==> src/decode_settings.svh <==
`ifndef DECODE_SETTINGS_SVH
`define DECODE_SETTINGS_SVH

// Datapath widths
`define XLEN        32
`define REG_ADDR_W  5
`define INSTR_W     32

// Fixed RV32I encoding fields
`define OPCODE_W    7
`define RD_LSB      7
`define FUNCT3_LSB  12
`define FUNCT3_W    3
`define RS1_LSB     15
`define RS2_LSB     20
`define FUNCT7_LSB  25
`define FUNCT7_W    7

`endif

==> src/decodePkg.sv <==
`default_nettype none

package decodePkg;

    // RV32I major opcodes
    typedef enum logic [6:0] {
        R_TYPE = 7'b0110011,
        I_TYPE = 7'b0010011,
        LOAD   = 7'b0000011,
        STORE  = 7'b0100011,
        BRANCH = 7'b1100011,
        JAL    = 7'b1101111,
        JALR   = 7'b1100111,
        LUI    = 7'b0110111,
        AUIPC  = 7'b0010111
    } opcodeT;

    // ALU operations, branch compares in the upper half
    typedef enum logic [3:0] {
        ADD  = 4'b0000,
        SUB  = 4'b0001,
        AND  = 4'b0010,
        OR   = 4'b0011,
        XOR  = 4'b0100,
        SLL  = 4'b0101,
        SRL  = 4'b0110,
        SRA  = 4'b0111,
        SLT  = 4'b1000,
        SLTU = 4'b1001,
        BEQ  = 4'b1010,
        BNE  = 4'b1011,
        BLT  = 4'b1100,
        BGE  = 4'b1101,
        BLTU = 4'b1110,
        BGEU = 4'b1111
    } aluOpT;

    typedef enum logic [1:0] {
        MEM_DISABLE   = 2'b00,
        MEM_READ_SEXT = 2'b01,
        MEM_READ_ZEXT = 2'b10,
        MEM_WRITE     = 2'b11
    } memOpT;

    // Matches funct3[1:0] of loads and stores
    typedef enum logic [1:0] {
        BYTE     = 2'b00,
        HALFWORD = 2'b01,
        WORD     = 2'b10
    } memSizeT;

    typedef enum logic [1:0] {
        SEL_B_RS2  = 2'b00,
        SEL_B_IMM  = 2'b01,
        SEL_B_FOUR = 2'b10  // Link address for jumps
    } selBT;

    typedef enum logic [2:0] {
        IMM_NONE  = 3'd0,
        IMM_I     = 3'd1,
        IMM_SHAMT = 3'd2,
        IMM_S     = 3'd3,
        IMM_B     = 3'd4,
        IMM_U     = 3'd5,
        IMM_J     = 3'd6
    } immFmtT;

endpackage

`default_nettype wire

==> src/immGen.sv <==
`timescale 1ns/1ns
`default_nettype none

`include "decode_settings.svh"

module immGen (
    input  wire logic [`INSTR_W-1:0] instruction,
    input  decodePkg::immFmtT        immFmt,
    output logic [`XLEN-1:0]         imm
);

    import decodePkg::*;

    logic signBit;

    assign signBit = instruction[31];  // Always the sign in RV32I

    always_comb begin
        case (immFmt)
            IMM_I: begin
                imm = {{(`XLEN-12){signBit}}, instruction[31:20]};
            end
            IMM_SHAMT: begin
                imm = {{(`XLEN-5){1'b0}}, instruction[24:20]};  // Zero-extended shamt
            end
            IMM_S: begin
                imm = {{(`XLEN-12){signBit}}, instruction[31:25], instruction[11:7]};
            end
            IMM_B: begin
                imm = {{(`XLEN-13){signBit}}, signBit, instruction[7],
                       instruction[30:25], instruction[11:8], 1'b0};
            end
            IMM_U: begin
                // Upper 20 bits in place, no further shift
                imm = {instruction[31:12], {(`XLEN-20){1'b0}}};
            end
            IMM_J: begin
                imm = {{(`XLEN-21){signBit}}, signBit, instruction[19:12],
                       instruction[20], instruction[30:21], 1'b0};
            end
            default: begin
                imm = '0;
            end
        endcase
    end

endmodule

`default_nettype wire

==> src/ctrlDecode.sv <==
`timescale 1ns/1ns
`default_nettype none

`include "decode_settings.svh"

module ctrlDecode (
    input  wire logic [`INSTR_W-1:0]  instruction,
    output logic [`REG_ADDR_W-1:0]    rs1,
    output logic [`REG_ADDR_W-1:0]    rs2,
    output logic [`REG_ADDR_W-1:0]    rd,
    output decodePkg::aluOpT          aluOp,
    output logic                      selA,     // PC when high
    output decodePkg::selBT           selB,
    output logic                      aluToReg,
    output decodePkg::memOpT          memOp,
    output decodePkg::memSizeT        memSize,
    output logic                      branch,
    output logic                      jal,
    output logic                      jalr,
    output decodePkg::immFmtT         immFmt
);

    import decodePkg::*;

    opcodeT                  opcode;
    logic [`FUNCT3_W-1:0]    funct3;
    logic [`FUNCT7_W-1:0]    funct7;
    logic [`REG_ADDR_W-1:0]  rdField;
    logic [`REG_ADDR_W-1:0]  rs1Field;
    logic [`REG_ADDR_W-1:0]  rs2Field;
    logic                    rLegal;
    logic                    iLegal;
    logic                    altOp;     // Bit 30 selects SUB and SRA

    assign opcode   = opcodeT'(instruction[`OPCODE_W-1:0]);
    assign funct3   = instruction[`FUNCT3_LSB +: `FUNCT3_W];
    assign funct7   = instruction[`FUNCT7_LSB +: `FUNCT7_W];
    assign rdField  = instruction[`RD_LSB +: `REG_ADDR_W];
    assign rs1Field = instruction[`RS1_LSB +: `REG_ADDR_W];
    assign rs2Field = instruction[`RS2_LSB +: `REG_ADDR_W];
    assign altOp    = (funct7 == 7'b0100000);

    // SUB and SRA are the only R-type ops with bit 30 set
    assign rLegal = (funct7 == 7'b0000000) ||
                    (altOp && (funct3 == 3'b000 || funct3 == 3'b101));

    // Shift immediates carry funct7 in the upper imm bits
    assign iLegal = (funct3 == 3'b001) ? (funct7 == 7'b0000000) :
                    (funct3 == 3'b101) ? (funct7 == 7'b0000000 || altOp) : 1'b1;

    function automatic aluOpT aluFunct(input logic [2:0] f3, input logic alt);
        case (f3)
            3'b000:  aluFunct = alt ? SUB : ADD;
            3'b001:  aluFunct = SLL;
            3'b010:  aluFunct = SLT;
            3'b011:  aluFunct = SLTU;
            3'b100:  aluFunct = XOR;
            3'b101:  aluFunct = alt ? SRA : SRL;
            3'b110:  aluFunct = OR;
            default: aluFunct = AND;
        endcase
    endfunction

    always_comb begin
        // Bubble unless a legal encoding matches below
        rs1      = '0;
        rs2      = '0;
        rd       = '0;
        aluOp    = ADD;
        selA     = 1'b0;
        selB     = SEL_B_RS2;
        aluToReg = 1'b0;
        memOp    = MEM_DISABLE;
        memSize  = BYTE;
        branch   = 1'b0;
        jal      = 1'b0;
        jalr     = 1'b0;
        immFmt   = IMM_NONE;

        case (opcode)
            R_TYPE: if (rLegal) begin
                rs1      = rs1Field;
                rs2      = rs2Field;
                rd       = rdField;
                aluOp    = aluFunct(funct3, altOp);
                aluToReg = 1'b1;
            end
            I_TYPE: if (iLegal) begin
                rs1      = rs1Field;
                rd       = rdField;
                aluOp    = aluFunct(funct3, altOp && funct3 == 3'b101);
                selB     = SEL_B_IMM;
                aluToReg = 1'b1;
                immFmt   = (funct3[1:0] == 2'b01) ? IMM_SHAMT : IMM_I;
            end
            LOAD: if (funct3 != 3'b011 && funct3[2:1] != 2'b11) begin
                rs1     = rs1Field;
                rd      = rdField;
                selB    = SEL_B_IMM;        // Address is rs1 + imm
                memOp   = funct3[2] ? MEM_READ_ZEXT : MEM_READ_SEXT;
                memSize = memSizeT'(funct3[1:0]);
                immFmt  = IMM_I;
            end
            STORE: if (funct3[2] == 1'b0 && funct3[1:0] != 2'b11) begin
                rs1     = rs1Field;
                rs2     = rs2Field;
                selB    = SEL_B_IMM;
                memOp   = MEM_WRITE;
                memSize = memSizeT'(funct3[1:0]);
                immFmt  = IMM_S;
            end
            BRANCH: if (funct3[2:1] != 2'b01) begin
                rs1    = rs1Field;
                rs2    = rs2Field;
                branch = 1'b1;
                immFmt = IMM_B;
                case (funct3)
                    3'b000:  aluOp = BEQ;
                    3'b001:  aluOp = BNE;
                    3'b100:  aluOp = BLT;
                    3'b101:  aluOp = BGE;
                    3'b110:  aluOp = BLTU;
                    default: aluOp = BGEU;
                endcase
            end
            JAL: begin
                rd       = rdField;
                selA     = 1'b1;            // PC + 4 into rd
                selB     = SEL_B_FOUR;
                aluToReg = 1'b1;
                jal      = 1'b1;
                immFmt   = IMM_J;
            end
            JALR: if (funct3 == 3'b000) begin
                rs1      = rs1Field;        // Target base
                rd       = rdField;
                selA     = 1'b1;
                selB     = SEL_B_FOUR;
                aluToReg = 1'b1;
                jalr     = 1'b1;
                immFmt   = IMM_I;
            end
            LUI, AUIPC: begin
                rd       = rdField;
                selA     = (opcode == AUIPC);
                selB     = SEL_B_IMM;
                aluToReg = 1'b1;
                immFmt   = IMM_U;
            end
            default: begin
                // FENCE, SYSTEM and unknown opcodes stay a bubble
                immFmt = IMM_NONE;
            end
        endcase
    end

endmodule

`default_nettype wire

==> src/decodeReg.sv <==
`timescale 1ns/1ns
`default_nettype none

`include "decode_settings.svh"

module decodeReg (
    input  wire logic                   clk,
    input  wire logic                   rstN,
    input  wire logic                   stall,
    input  wire logic                   flush,
    input  wire logic [`XLEN-1:0]       pcIn,
    input  wire logic [`REG_ADDR_W-1:0] rs1Next,
    input  wire logic [`REG_ADDR_W-1:0] rs2Next,
    input  wire logic [`REG_ADDR_W-1:0] rdNext,
    input  wire logic [`XLEN-1:0]       immNext,
    input  decodePkg::aluOpT            aluOpNext,
    input  wire logic                   selANext,
    input  decodePkg::selBT             selBNext,
    input  wire logic                   aluToRegNext,
    input  decodePkg::memOpT            memOpNext,
    input  decodePkg::memSizeT          memSizeNext,
    input  wire logic                   branchNext,
    input  wire logic                   jalNext,
    input  wire logic                   jalrNext,
    output logic [`REG_ADDR_W-1:0]      rs1,
    output logic [`REG_ADDR_W-1:0]      rs2,
    output logic [`REG_ADDR_W-1:0]      rd,
    output logic [`XLEN-1:0]            imm,
    output decodePkg::aluOpT            aluOp,
    output logic                        selA,
    output decodePkg::selBT             selB,
    output logic                        aluToReg,
    output decodePkg::memOpT            memOp,
    output decodePkg::memSizeT          memSize,
    output logic                        branch,
    output logic                        jal,
    output logic                        jalr,
    output logic [`XLEN-1:0]            pc
);

    import decodePkg::*;

    logic ignoreNext;   // Discard the next non-stalled instruction
    logic update;
    logic clearOut;

    // Reset and flush override stall
    assign update   = !rstN || flush || !stall;
    assign clearOut = !rstN || flush || ignoreNext;

    always_ff @(posedge clk) begin
        if (!rstN) begin
            ignoreNext <= 1'b0;
        end else if (flush) begin
            ignoreNext <= 1'b1;
        end else if (!stall) begin
            ignoreNext <= 1'b0;     // Consumed by this edge
        end
    end

    always_ff @(posedge clk) begin
        if (update) begin
            rs1      <= clearOut ? '0          : rs1Next;
            rs2      <= clearOut ? '0          : rs2Next;
            rd       <= clearOut ? '0          : rdNext;
            imm      <= clearOut ? '0          : immNext;
            aluOp    <= clearOut ? ADD         : aluOpNext;
            selA     <= clearOut ? 1'b0        : selANext;
            selB     <= clearOut ? SEL_B_RS2   : selBNext;
            aluToReg <= clearOut ? 1'b0        : aluToRegNext;
            memOp    <= clearOut ? MEM_DISABLE : memOpNext;
            memSize  <= clearOut ? BYTE        : memSizeNext;
            branch   <= clearOut ? 1'b0        : branchNext;
            jal      <= clearOut ? 1'b0        : jalNext;
            jalr     <= clearOut ? 1'b0        : jalrNext;
            pc       <= clearOut ? '0          : pcIn;
        end
    end

endmodule

`default_nettype wire

==> src/decodeStage.sv <==
`timescale 1ns/1ns
`default_nettype none

`include "decode_settings.svh"

module decodeStage (
    input  wire logic                   clk,
    input  wire logic                   rstN,
    input  wire logic                   stall,
    input  wire logic                   flush,
    input  wire logic [`INSTR_W-1:0]    instruction,
    input  wire logic [`XLEN-1:0]       pcIn,
    output logic [`REG_ADDR_W-1:0]      rs1,
    output logic [`REG_ADDR_W-1:0]      rs2,
    output logic [`REG_ADDR_W-1:0]      rd,
    output logic [`XLEN-1:0]            imm,
    output decodePkg::aluOpT            aluOp,
    output logic                        selA,
    output decodePkg::selBT             selB,
    output logic                        aluToReg,
    output decodePkg::memOpT            memOp,
    output decodePkg::memSizeT          memSize,
    output logic                        branch,
    output logic                        jal,
    output logic                        jalr,
    output logic [`XLEN-1:0]            pc
);

    import decodePkg::*;

    // Combinational decode results
    logic [`REG_ADDR_W-1:0] rs1Next;
    logic [`REG_ADDR_W-1:0] rs2Next;
    logic [`REG_ADDR_W-1:0] rdNext;
    logic [`XLEN-1:0]       immNext;
    aluOpT                  aluOpNext;
    logic                   selANext;
    selBT                   selBNext;
    logic                   aluToRegNext;
    memOpT                  memOpNext;
    memSizeT                memSizeNext;
    logic                   branchNext;
    logic                   jalNext;
    logic                   jalrNext;
    immFmtT                 immFmt;

    ctrlDecode u_ctrlDecode (
        .instruction (instruction),
        .rs1         (rs1Next),
        .rs2         (rs2Next),
        .rd          (rdNext),
        .aluOp       (aluOpNext),
        .selA        (selANext),
        .selB        (selBNext),
        .aluToReg    (aluToRegNext),
        .memOp       (memOpNext),
        .memSize     (memSizeNext),
        .branch      (branchNext),
        .jal         (jalNext),
        .jalr        (jalrNext),
        .immFmt      (immFmt)
    );

    immGen u_immGen (
        .instruction (instruction),
        .immFmt      (immFmt),
        .imm         (immNext)
    );

    decodeReg u_decodeReg (
        .clk          (clk),
        .rstN         (rstN),
        .stall        (stall),
        .flush        (flush),
        .pcIn         (pcIn),
        .rs1Next      (rs1Next),
        .rs2Next      (rs2Next),
        .rdNext       (rdNext),
        .immNext      (immNext),
        .aluOpNext    (aluOpNext),
        .selANext     (selANext),
        .selBNext     (selBNext),
        .aluToRegNext (aluToRegNext),
        .memOpNext    (memOpNext),
        .memSizeNext  (memSizeNext),
        .branchNext   (branchNext),
        .jalNext      (jalNext),
        .jalrNext     (jalrNext),
        .rs1          (rs1),
        .rs2          (rs2),
        .rd           (rd),
        .imm          (imm),
        .aluOp        (aluOp),
        .selA         (selA),
        .selB         (selB),
        .aluToReg     (aluToReg),
        .memOp        (memOp),
        .memSize      (memSize),
        .branch       (branch),
        .jal          (jal),
        .jalr         (jalr),
        .pc           (pc)
    );

endmodule

`default_nettype wire

==> config.mk <==
export PLATFORM = sky130hd
export DESIGN_NAME = decodeStage
export DESIGN_NICKNAME = d
export VERILOG_FILES = /design/src/decodePkg.sv /design/src/immGen.sv /design/src/ctrlDecode.sv /design/src/decodeReg.sv /design/src/decodeStage.sv
export VERILOG_INCLUDE_DIRS = /design/src
export SDC_FILE = /design/constraint.sdc
export NUM_CORES = 1
export LEC_CHECK = 0
export BUFFER_PORTS_ARGS = -buffer_cell sky130_fd_sc_hd__buf_2
export CORE_MARGIN = 2
export CORE_UTILIZATION = 53
export CTS_CLUSTER_DIAMETER = 80
export DETAILED_ROUTE_END_ITERATION = 6
export MAX_ROUTING_LAYER = met4
export PLACE_DENSITY_LB_ADDON = 0.3
export SLEW_MARGIN = 10
export SYNTH_ARGS = -nofsm -noshare
export SYNTH_HDL_FRONTEND = slang
export SYNTH_SLANG_ARGS = --single-unit
==> constraint.sdc <==
create_clock -name clk -period 6 [get_ports clk]
set_input_delay 0.3 -clock clk [delete_from_list [all_inputs] [get_ports clk]]
set_output_delay 0.3 -clock clk [all_outputs]
set_load 0.02 [all_outputs]
# == After elaboration in Yosys (flattened, before gate mapping) ==
# Index checks and enable logic that the tools add are counted.
# totals
reg_bits,95
inputBits,68
output_inout_bits,94
elab_cells,122
# op_classes
eq_ne,28
mux,58
bitwise_logic,3
reduce_logical,18
# op_table
operator,n
$pmux 32 s6,1
$mux 5,13
$pmux 4 s7,2
$pmux 5 s6,1
$eq 7x6->1 const B,4
$pmux 5 s5,1
$eq 7x7->1 const B,3
$pmux 3 s7,1
$eq 3x3->1 const B,6
$mux 1,18
$mux 2,8
$pmux 3 s5,1
$pmux 5 s3,1
$eq 7x5->1 const B,2
$eq 3x2->1 const B,4
$mux 4,3
$pmux 2 s6,1
$pmux 4 s3,1
$pmux 2 s2,2
$eq 7x2->1 const B,1
$logic_not 7->1,1
$eq 3x1->1 const B,2
$logic_or 1x1->1,6
$mux 3,2
other kinds (12),22

# == Depth between registers and ports, before layout ==
# Gate-level depths: netlist of the first run.
# logic_depth
word_depth,8
depth_mapped,10
depth_no_buf,7

# == Cells and area by module ==
# From an unflattened synthesis of the first run, not the netlist that was laid out.
# hier_totals
cells_unflattened,416
hier_area_um2,5102.4
# modules_own_cells
mod,n_inst,cells_per_inst,area_per_inst_um2,seq_area_each_um2
decodeReg,1,203,3584.7,2842.7
ctrlDecode,1,119,783.3,0.0
immGen,1,94,734.5,0.0

# == Worst setup path after synthesis of the first run ==
# OpenSTA, ideal clock, no wires.
# synth_path
path_kind,input port to flip-flop
from,input port flush
to,register u_decodeReg.aluOp[0] (enable)
setup_ps,1123
t_arrival_ps,2438
t_required_ps,4877
slack_ps,2439
cell_stages,1
path_buffers,0
cell_sequence,nand3b_1
# synth_via
elab_chain_cells,2
# synth_rtl
element,line,text
"start, declared",decodeStage.sv:10,"input wire logic flush,"
$logic_or 1x1->1 (2 in a row),decodeReg.sv:48,assign update = !rstN || flush || !stall;
"end signal, assigned",decodeReg.sv:67,aluOp <= clearOut ? ADD : aluOpNext;
"end, declared",decodeReg.sv:29,"output decodePkg::aluOpT aluOp,"
# No other way between the ends.
# A chain may end at the register's enable or synchronous reset.

# == Worst setup path in the final report of the first run ==
# layout_path
from,input port instruction[27]
to,"register u_decodeReg.imm[31], data pin"
# layout_via
elab_chain_cells,8
elab_cells_between_ends,14
cone_classes,eq/ne (7); mux (5); reduce/logical (2)
# layout_rtl
element,line,text
"start, declared",decodeStage.sv:11,"input wire logic [`INSTR_W-1:0] instruction,"
$eq 7x6->1 or $logic_not 7->1 (tied branches),"ctrlDecode.sv:41, ctrlDecode.sv:48, ctrlDecode.sv:49",
$logic_or 1x1->1,ctrlDecode.sv:49,(funct3 == 3'b101) ? (funct7 == 7'b0000000 || altOp) : 1'b1;
$mux 1,ctrlDecode.sv:49,
$mux 1 (*),ctrlDecode.sv:48,assign iLegal = (funct3 == 3'b001) ? (funct7 == 7'b0000000) :
$mux 3 (*),ctrlDecode.sv:88,I_TYPE: if (iLegal) begin
$pmux 3 s7 (*),ctrlDecode.sv:80,case (opcode)
$eq 3x3->1 (tied with other cells),immGen.sv:19,case (immFmt)
$pmux 32 s6 (*),immGen.sv:19,
"end signal, assigned",decodeReg.sv:66,imm <= clearOut ? '0 : immNext;
"end, declared",decodeReg.sv:28,"output logic [`XLEN-1:0] imm,"
# Mark *: on every way between the ends. The rest lies on a longest branch, timed or not.

==> results.md, run 1 <==
- Std-Cell Rows: 32
- Setup CP Type: in -> reg
- Mapped Area: around 4300 µm²
- Setup TNS: 0 ns
- Post-Syn Nets: 423
- Cell Pwr Density: about 240 nW/µm²
- Cts repair resizes: 0
- Crit path cell chain: buf_2, or4_1, or4_4, o311a_1, xor2_1, a31o_2, nor3_1
- Max_cap viols: 0
- IO Count: 162
- Fmax: 0.378 GHz
- Area grow syn2layout: 24.4%
- Clock slew at reported path FFs: about 0.090 ns
- N_diodes: 0
- Cell area after layout: 5390 µm²
- Fin Hold WS: 0.200 ns
- Yosys cell types: 50
- Post-CTS setup repair buffer count: 0
- Die H: 94.4 µm
- Yosys warning count: 0
- CTS root buf: clkbuf_8
- Initial antenna violation count: 0
- Starting DRT DRC Count: between 150 and 200
- DR vias/cell: between 5 and 6
- Pre-CTS worst setup slack: 2.98 ns
- Post-CTS Hold Fix Bufs: 0
- Post-Syn Instances: 355
- CTS tree: built
- Global-route wire length before repair: 16.4 mm
- Worst min path class: in -> reg
- Seq/Total Area, Yosys: 0.656
- Antenna-violating nets left: 0
- CTS buffer count: 9
- Final WS setup: about 3.4 ns
- H-tree levels: 3
- CP Max Fanout: 25
- RSZ-0062 raised after global routing: false
- Nets@finish: 583
- Grt ovf: 0
- DRT Pass-1 Iters: 4
- Final Skew: 0.00889 ns
- Static Leak: 2.41 nW
- Post-synth EDFFs: 94
- Run status: finished clean
- Skew-Pair Late Insertion Delay: 0.36 ns
- Layout cell share with drive strength beyond 1: 0.388
- Core Area: approximately 7800 µm²
- Clock Path Buffers: 2
- Final Max Tran Viols: 0
- Crit path capture type: flip-flop
- DRC violations left: 0
- Final hold viol count: 0
- Post-synthesis register bit count: 95
- Top FF cell, synth: edfxtp_1
- Final setup viols: 0
- Die ar.: 8920 µm²
- Period utilization: 0.441
- Die Width: 94.4 µm
- Min Clock Period, post-route: 2.64 ns
- Dpl hpwl: 8.02 mm
- PortBufs: 161
- Final WL: 10.9 mm
- Clk sink count: 95
- Slew headroom: 0.270
- Worst path max stage delay: 0.60 ns
- WP data required: 6.10 ns
- Vias in the first global route: 3,208
- DP Area: 5220 µm²
- Worst setup SP type: input pin
- Worst-Margin Slew: about 1.1 ns
- Peak supply drop: 0.000146 V
- Buf/Inv on CP: 1
- Starting Density: 0.555
- Drt wl/cell: 17.5 µm
- Gp weighted congestion: approximately 0.93
- Gr usage total: 0.251
- Slowest CP cell: a31o_2
- Arrival @ worst endpoint: 2.74 ns
- Vias after detailed routing: roughly 3,400
- Mapped Avg Cell Area: approximately 12 µm²
- Largest net degree at the start of global routing: 66
- Critical path's top delay family: simple AND/OR/NAND/NOR gates
- Post-synthesis async set-or-reset flop share: 0
==> sequential cells by signal, summed over array words and instances (netlist names) <==
signal	count
u_decodeReg.branch	1
u_decodeReg.imm	32
u_decodeReg.memOp	2
u_decodeReg.jal	1
u_decodeReg.pc	32
u_decodeReg.aluOp	4
u_decodeReg.ignoreNext	1
u_decodeReg.rd	5
u_decodeReg.memSize	2
u_decodeReg.selB	2
u_decodeReg.rs2	5
u_decodeReg.aluToReg	1
u_decodeReg.rs1	5
u_decodeReg.jalr	1
u_decodeReg.selA	1
==> final cells by class <==
class                      count  area, µm²
sequential                    95       2840
fill                         576       2410
multi-input combinational    233       1370
timing repair buffer         167        851
clock buffer                  10        128
tap                          102        128
clock inverter                 6       45.0
inverter                       9       33.8
==> stage by stage <==
stage / cells / utilization / power (mW)
2_1_floorplan: 355 / - / 0.865
3_3_place_gp: 606 / 0.669 / 0.928
3_5_place_dp: 606 / 0.669 / 0.930
4_1_cts: 622 / 0.691 / 1.30
5_1_grt: 622 / 0.691 / 1.34
6_report: 622 / 0.691 / 1.30
==> where the power goes <==
part	leakage (nW)	internal [mW]	switching, mW
clock network	0.0862	0.154	0.227
logic	1.22	0.0509	0.102
registers	1.10	0.755	0.00750
==> kinds of logic (layout without fill, tap and decap cells) <==
family          Yosys count  count (layout)  synth area share
simple gates            162             162             0.199
flops                    95              95             0.656
compound gates           67              67             0.106
buf+inv                  27             192            0.0306
xor+xnor                  2               2           0.00404
mux                       2               2           0.00462
==> layout by cell type (no fill, tap or decap), types with 2 or more instances in the layout <==
cell type / netlist / layout
mux2i_1: 2 / 2
buf_4: 0 / 6
a21oi_2: 10 / 10
nor3_1: 7 / 7
clkbuf_8: 0 / 9
o21ai_0: 8 / 8
nor2b_1: 6 / 6
or2_2: 2 / 2
a32oi_1: 2 / 2
a21oi_1: 27 / 27
and2_1: 49 / 49
xor2_1: 2 / 2
nand3b_1: 2 / 2
nor2_1: 33 / 33
nand3_1: 7 / 7
edfxtp_1: 94 / 94
inv_1: 9 / 9
or3_1: 3 / 3
buf_2: 0 / 161
a22oi_1: 4 / 4
nand4_1: 2 / 2
nor4_1: 2 / 2
nand2b_1: 5 / 5
nor3b_1: 3 / 2
a31oi_1: 2 / 2
nand2_1: 32 / 32
==> cells in the mapped netlist, types with 2 or more instances <==
| library cell | instances | area, µm² |
|---|---|---|
| a21oi_1 | 27 | 135 |
| a21oi_2 | 10 | 87.6 |
| a22oi_1 | 4 | 30.0 |
| a31oi_1 | 2 | 12.5 |
| a32oi_1 | 2 | 17.5 |
| and2_1 | 49 | 307 |
| buf_6 | 2 | 22.5 |
| clkbuf_1 | 15 | 56.3 |
| edfxtp_1 | 94 | 2820 |
| inv_1 | 9 | 33.8 |
| mux2i_1 | 2 | 20.0 |
| nand2_1 | 32 | 120 |
| nand2b_1 | 5 | 31.3 |
| nand3_1 | 7 | 35.0 |
| nand3b_1 | 2 | 15.0 |
| nand4_1 | 2 | 12.5 |
| nor2_1 | 33 | 124 |
| nor2b_1 | 6 | 37.5 |
| nor3_1 | 7 | 35.0 |
| nor3b_1 | 3 | 22.5 |
| nor4_1 | 2 | 12.5 |
| o21ai_0 | 8 | 40.0 |
| or2_2 | 2 | 12.5 |
| or3_1 | 3 | 18.8 |
| xor2_1 | 2 | 17.5 |
==> routing by layer <==
layer | global-route usage | vias to the layer above | routed length [µm]
li1 | - | 1605 | -
met1 | 0.317 | 1622 | 4350
met2 | 0.411 | 179 | 5360
met3 | 0.0551 | 13 | 1040
met4 | 0.0785 | 0 | 148
met5 | - | - | 0
==> final timing paths <==
check,to,slack [ns],depth (start not counted),startpoint
max,u_decodeReg.imm[31],3.36,7,instruction[27]
min,u_decodeReg.ignoreNext,0.20,2,rstN
max reg2reg,u_decodeReg.rs2[1],3.92,4,u_decodeReg.ignoreNext
min reg2reg,u_decodeReg.ignoreNext,0.58,2,u_decodeReg.ignoreNext
(Power assumes the default switching activity.)
==> run 2, diff against run 1 <==
--- a/config.mk
+++ b/config.mk
@@ -8,7 +8,7 @@
 export LEC_CHECK = 0
 export BUFFER_PORTS_ARGS = -buffer_cell sky130_fd_sc_hd__buf_2
 export CORE_MARGIN = 2
-export CORE_UTILIZATION = 53
+export CORE_UTILIZATION = 49
 export CTS_CLUSTER_DIAMETER = 80
 export DETAILED_ROUTE_END_ITERATION = 6
 export MAX_ROUTING_LAYER = met4
==> constraint.sdc (replaced) <==
create_clock -name clk -period 2.5 [get_ports clk]
set_input_delay 0.125 -clock clk [delete_from_list [all_inputs] [get_ports clk]]
set_output_delay 0.125 -clock clk [all_outputs]
set_load 0.02 [all_outputs]
==> results.md, run 2 (synthesis gave the netlist of run 1 again) <==
- Gr usage total: 0.226
- Initial antenna violation count: 0
- Commonest non-fill, non-tap cells in the layout: buf_2, edfxtp_1, and2_1, nor2_1, nand2_1
- DR vias/cell: about 5.3
- Clk sink count: 95
- Fmax: between 0.4 and 0.5 GHz
- Global-route wire length before repair: 16.6 mm
- RSZ-0062 raised after global routing: false
- IO Count: 162
- H-tree levels: 3
- Largest net degree at the start of global routing: 65
- Crit path capture type: flip-flop
- CTS tree: built
- Run status: finished clean
- Worst setup SP type: input pin
- Drt wl/cell: 16.4 µm
- Most common cell after layout, fill and taps aside: buf_2
- Post-CTS setup repair buffer count: 0
- Die H: about 98 µm
- Gp weighted congestion: 0.906
- Worst-Margin Slew: 0.499 ns
- Area grow syn2layout: 28.1%
- Clock slew at reported path FFs: approximately 0.10 ns
- Nets@finish: 597
- Vias in the first global route: 3,282
- Slew headroom: 0.666
- Peak supply drop: 0.000286 V
- Final WL: 10.6 mm
- Total Power: 3.23 mW
- Starting Density: 0.502
- Met2 GRT Util: 0.368
- Worst min path class: in -> reg
- Dpl hpwl: roughly 7.8 mm
- Setup CP Type: in -> reg
- Top flop regs: u_decodeReg.imm: 32 flops, u_decodeReg.pc: 32 flops
- Final Skew: about 0.013 ns
- Antenna-violating nets left: 0
- Die ar.: 9620 µm²
- Busiest grt layer: met2
- PortBufs: around 160
- CTS buffer count: 9
- Core Area: ~8600 µm²
- DRT Pass-1 Iters: 4
- Starting DRT DRC Count: roughly 160
- Grt ovf: 0
- CTS root buf: clkbuf_8
- Layout cell share with drive strength beyond 1: 0.406
- Final setup viols: 0
- Final hold viol count: 0
- WP data required: 2.69 ns
- Cells on worst reg2reg path: 4
- Static Leak: approximately 2.5 nW
- Fin Hold WS: 0.0277 ns
- Hold Path Depth: 3
- Arrival @ worst endpoint: 2.49 ns
- Met1 Usage GRT: 0.283
- Fin util: 0.643
- Std-Cell Rows: 34
- Period utilization: 0.921
- DRC violations left: 0
- Max_cap viols: 0
- Vias after detailed routing: 3,399
- Min Clock Period, post-route: 2.30 ns
- M3 GR Usage: 0.0480
- Cell Pwr Density: 582 nW/µm²
- CP Max Fanout: 8
- Die Width: 98.1 µm
- Final Max Tran Viols: 0
- Skew-Pair Late Insertion Delay: approximately 0.36 ns
- Clock Path Buffers: 2
[run 2: changes by cell type in the layout (fill, tap and decap cells not counted)]
cell	change
clkbuf_1	-1
bufinv_16	+1
buf_4	+12
inv_8	-1
clkinv_1	-1
inv_6	+2
buf_12	+1
dlygate4sd3_1	+1
diode_2	+1
[run 2: critical path, stage by stage]
cell	delay (ns)
buf_2	0.11
or4_1	0.56
or4_4	0.51
o311a_1	0.35
xor2_1	0.17
a31o_2	0.32
buf_4	0.18
a21oi_1	0.17
[run 2: through the flow]
| step | setup WS (ns) | setup TNS, ns | std cells | instance area, µm² |
|---|---|---|---|---|
| 6_report | 0.199 | 0 | 643 | 5550 |
| 3_3_place_gp | -0.0542 | -1.08 | 625 | 5340 |
| 4_1_cts | 0.230 | 0 | 642 | 5550 |
| 2_1_floorplan | -0.886 | -83.33 | 355 | 4340 |
| 3_5_place_dp | -0.122 | -2.48 | 625 | 5340 |
| 5_1_grt | 0.112 | 0 | 642 | 5550 |
[run 2: repair_timing]
action                                 in CTS  in global routing
resized for setup                           0                  0
endpoints found under the hold margin       1                  0
hold buffers                                1                  0
[run 2: cell type report]
type / count / area (µm²)
fillers: 727 / 3080
flip-flops and latches: 95 / 2840
multi-input cells: 233 / 1370
repair buffers: 181 / 971
well taps: 108 / 135
clock buffers: 9 / 124
clock inverters: 7 / 77.6
inverters: 9 / 33.8
diodes: 1 / 2.50
[run 2: worst paths after layout]
kind | start | end | slack, ns
setup / recovery | instruction[27] | u_decodeReg.imm[14] | 0.20
hold reg to reg | u_decodeReg.ignoreNext | u_decodeReg.ignoreNext | 0.55
hold / removal | stall | u_decodeReg.ignoreNext | 0.03
setup reg to reg | u_decodeReg.ignoreNext | u_decodeReg.rs2[1] | 0.66
[run 2: routing by layer]
metal	vias to the layer above	routed length [µm]
li1	1637	-
met1	1589	4460
met2	155	5160
met3	18	746
met4	0	204
met5	-	0
[run 2: power breakdown]
part           switching, mW  leakage [nW]  total, mW  internal [mW]
combinational          0.241          1.29      0.371          0.130
sequential            0.0178          1.10       1.83           1.81
clock                  0.561         0.101       1.03          0.473
total                  0.819          2.49       3.23           2.41
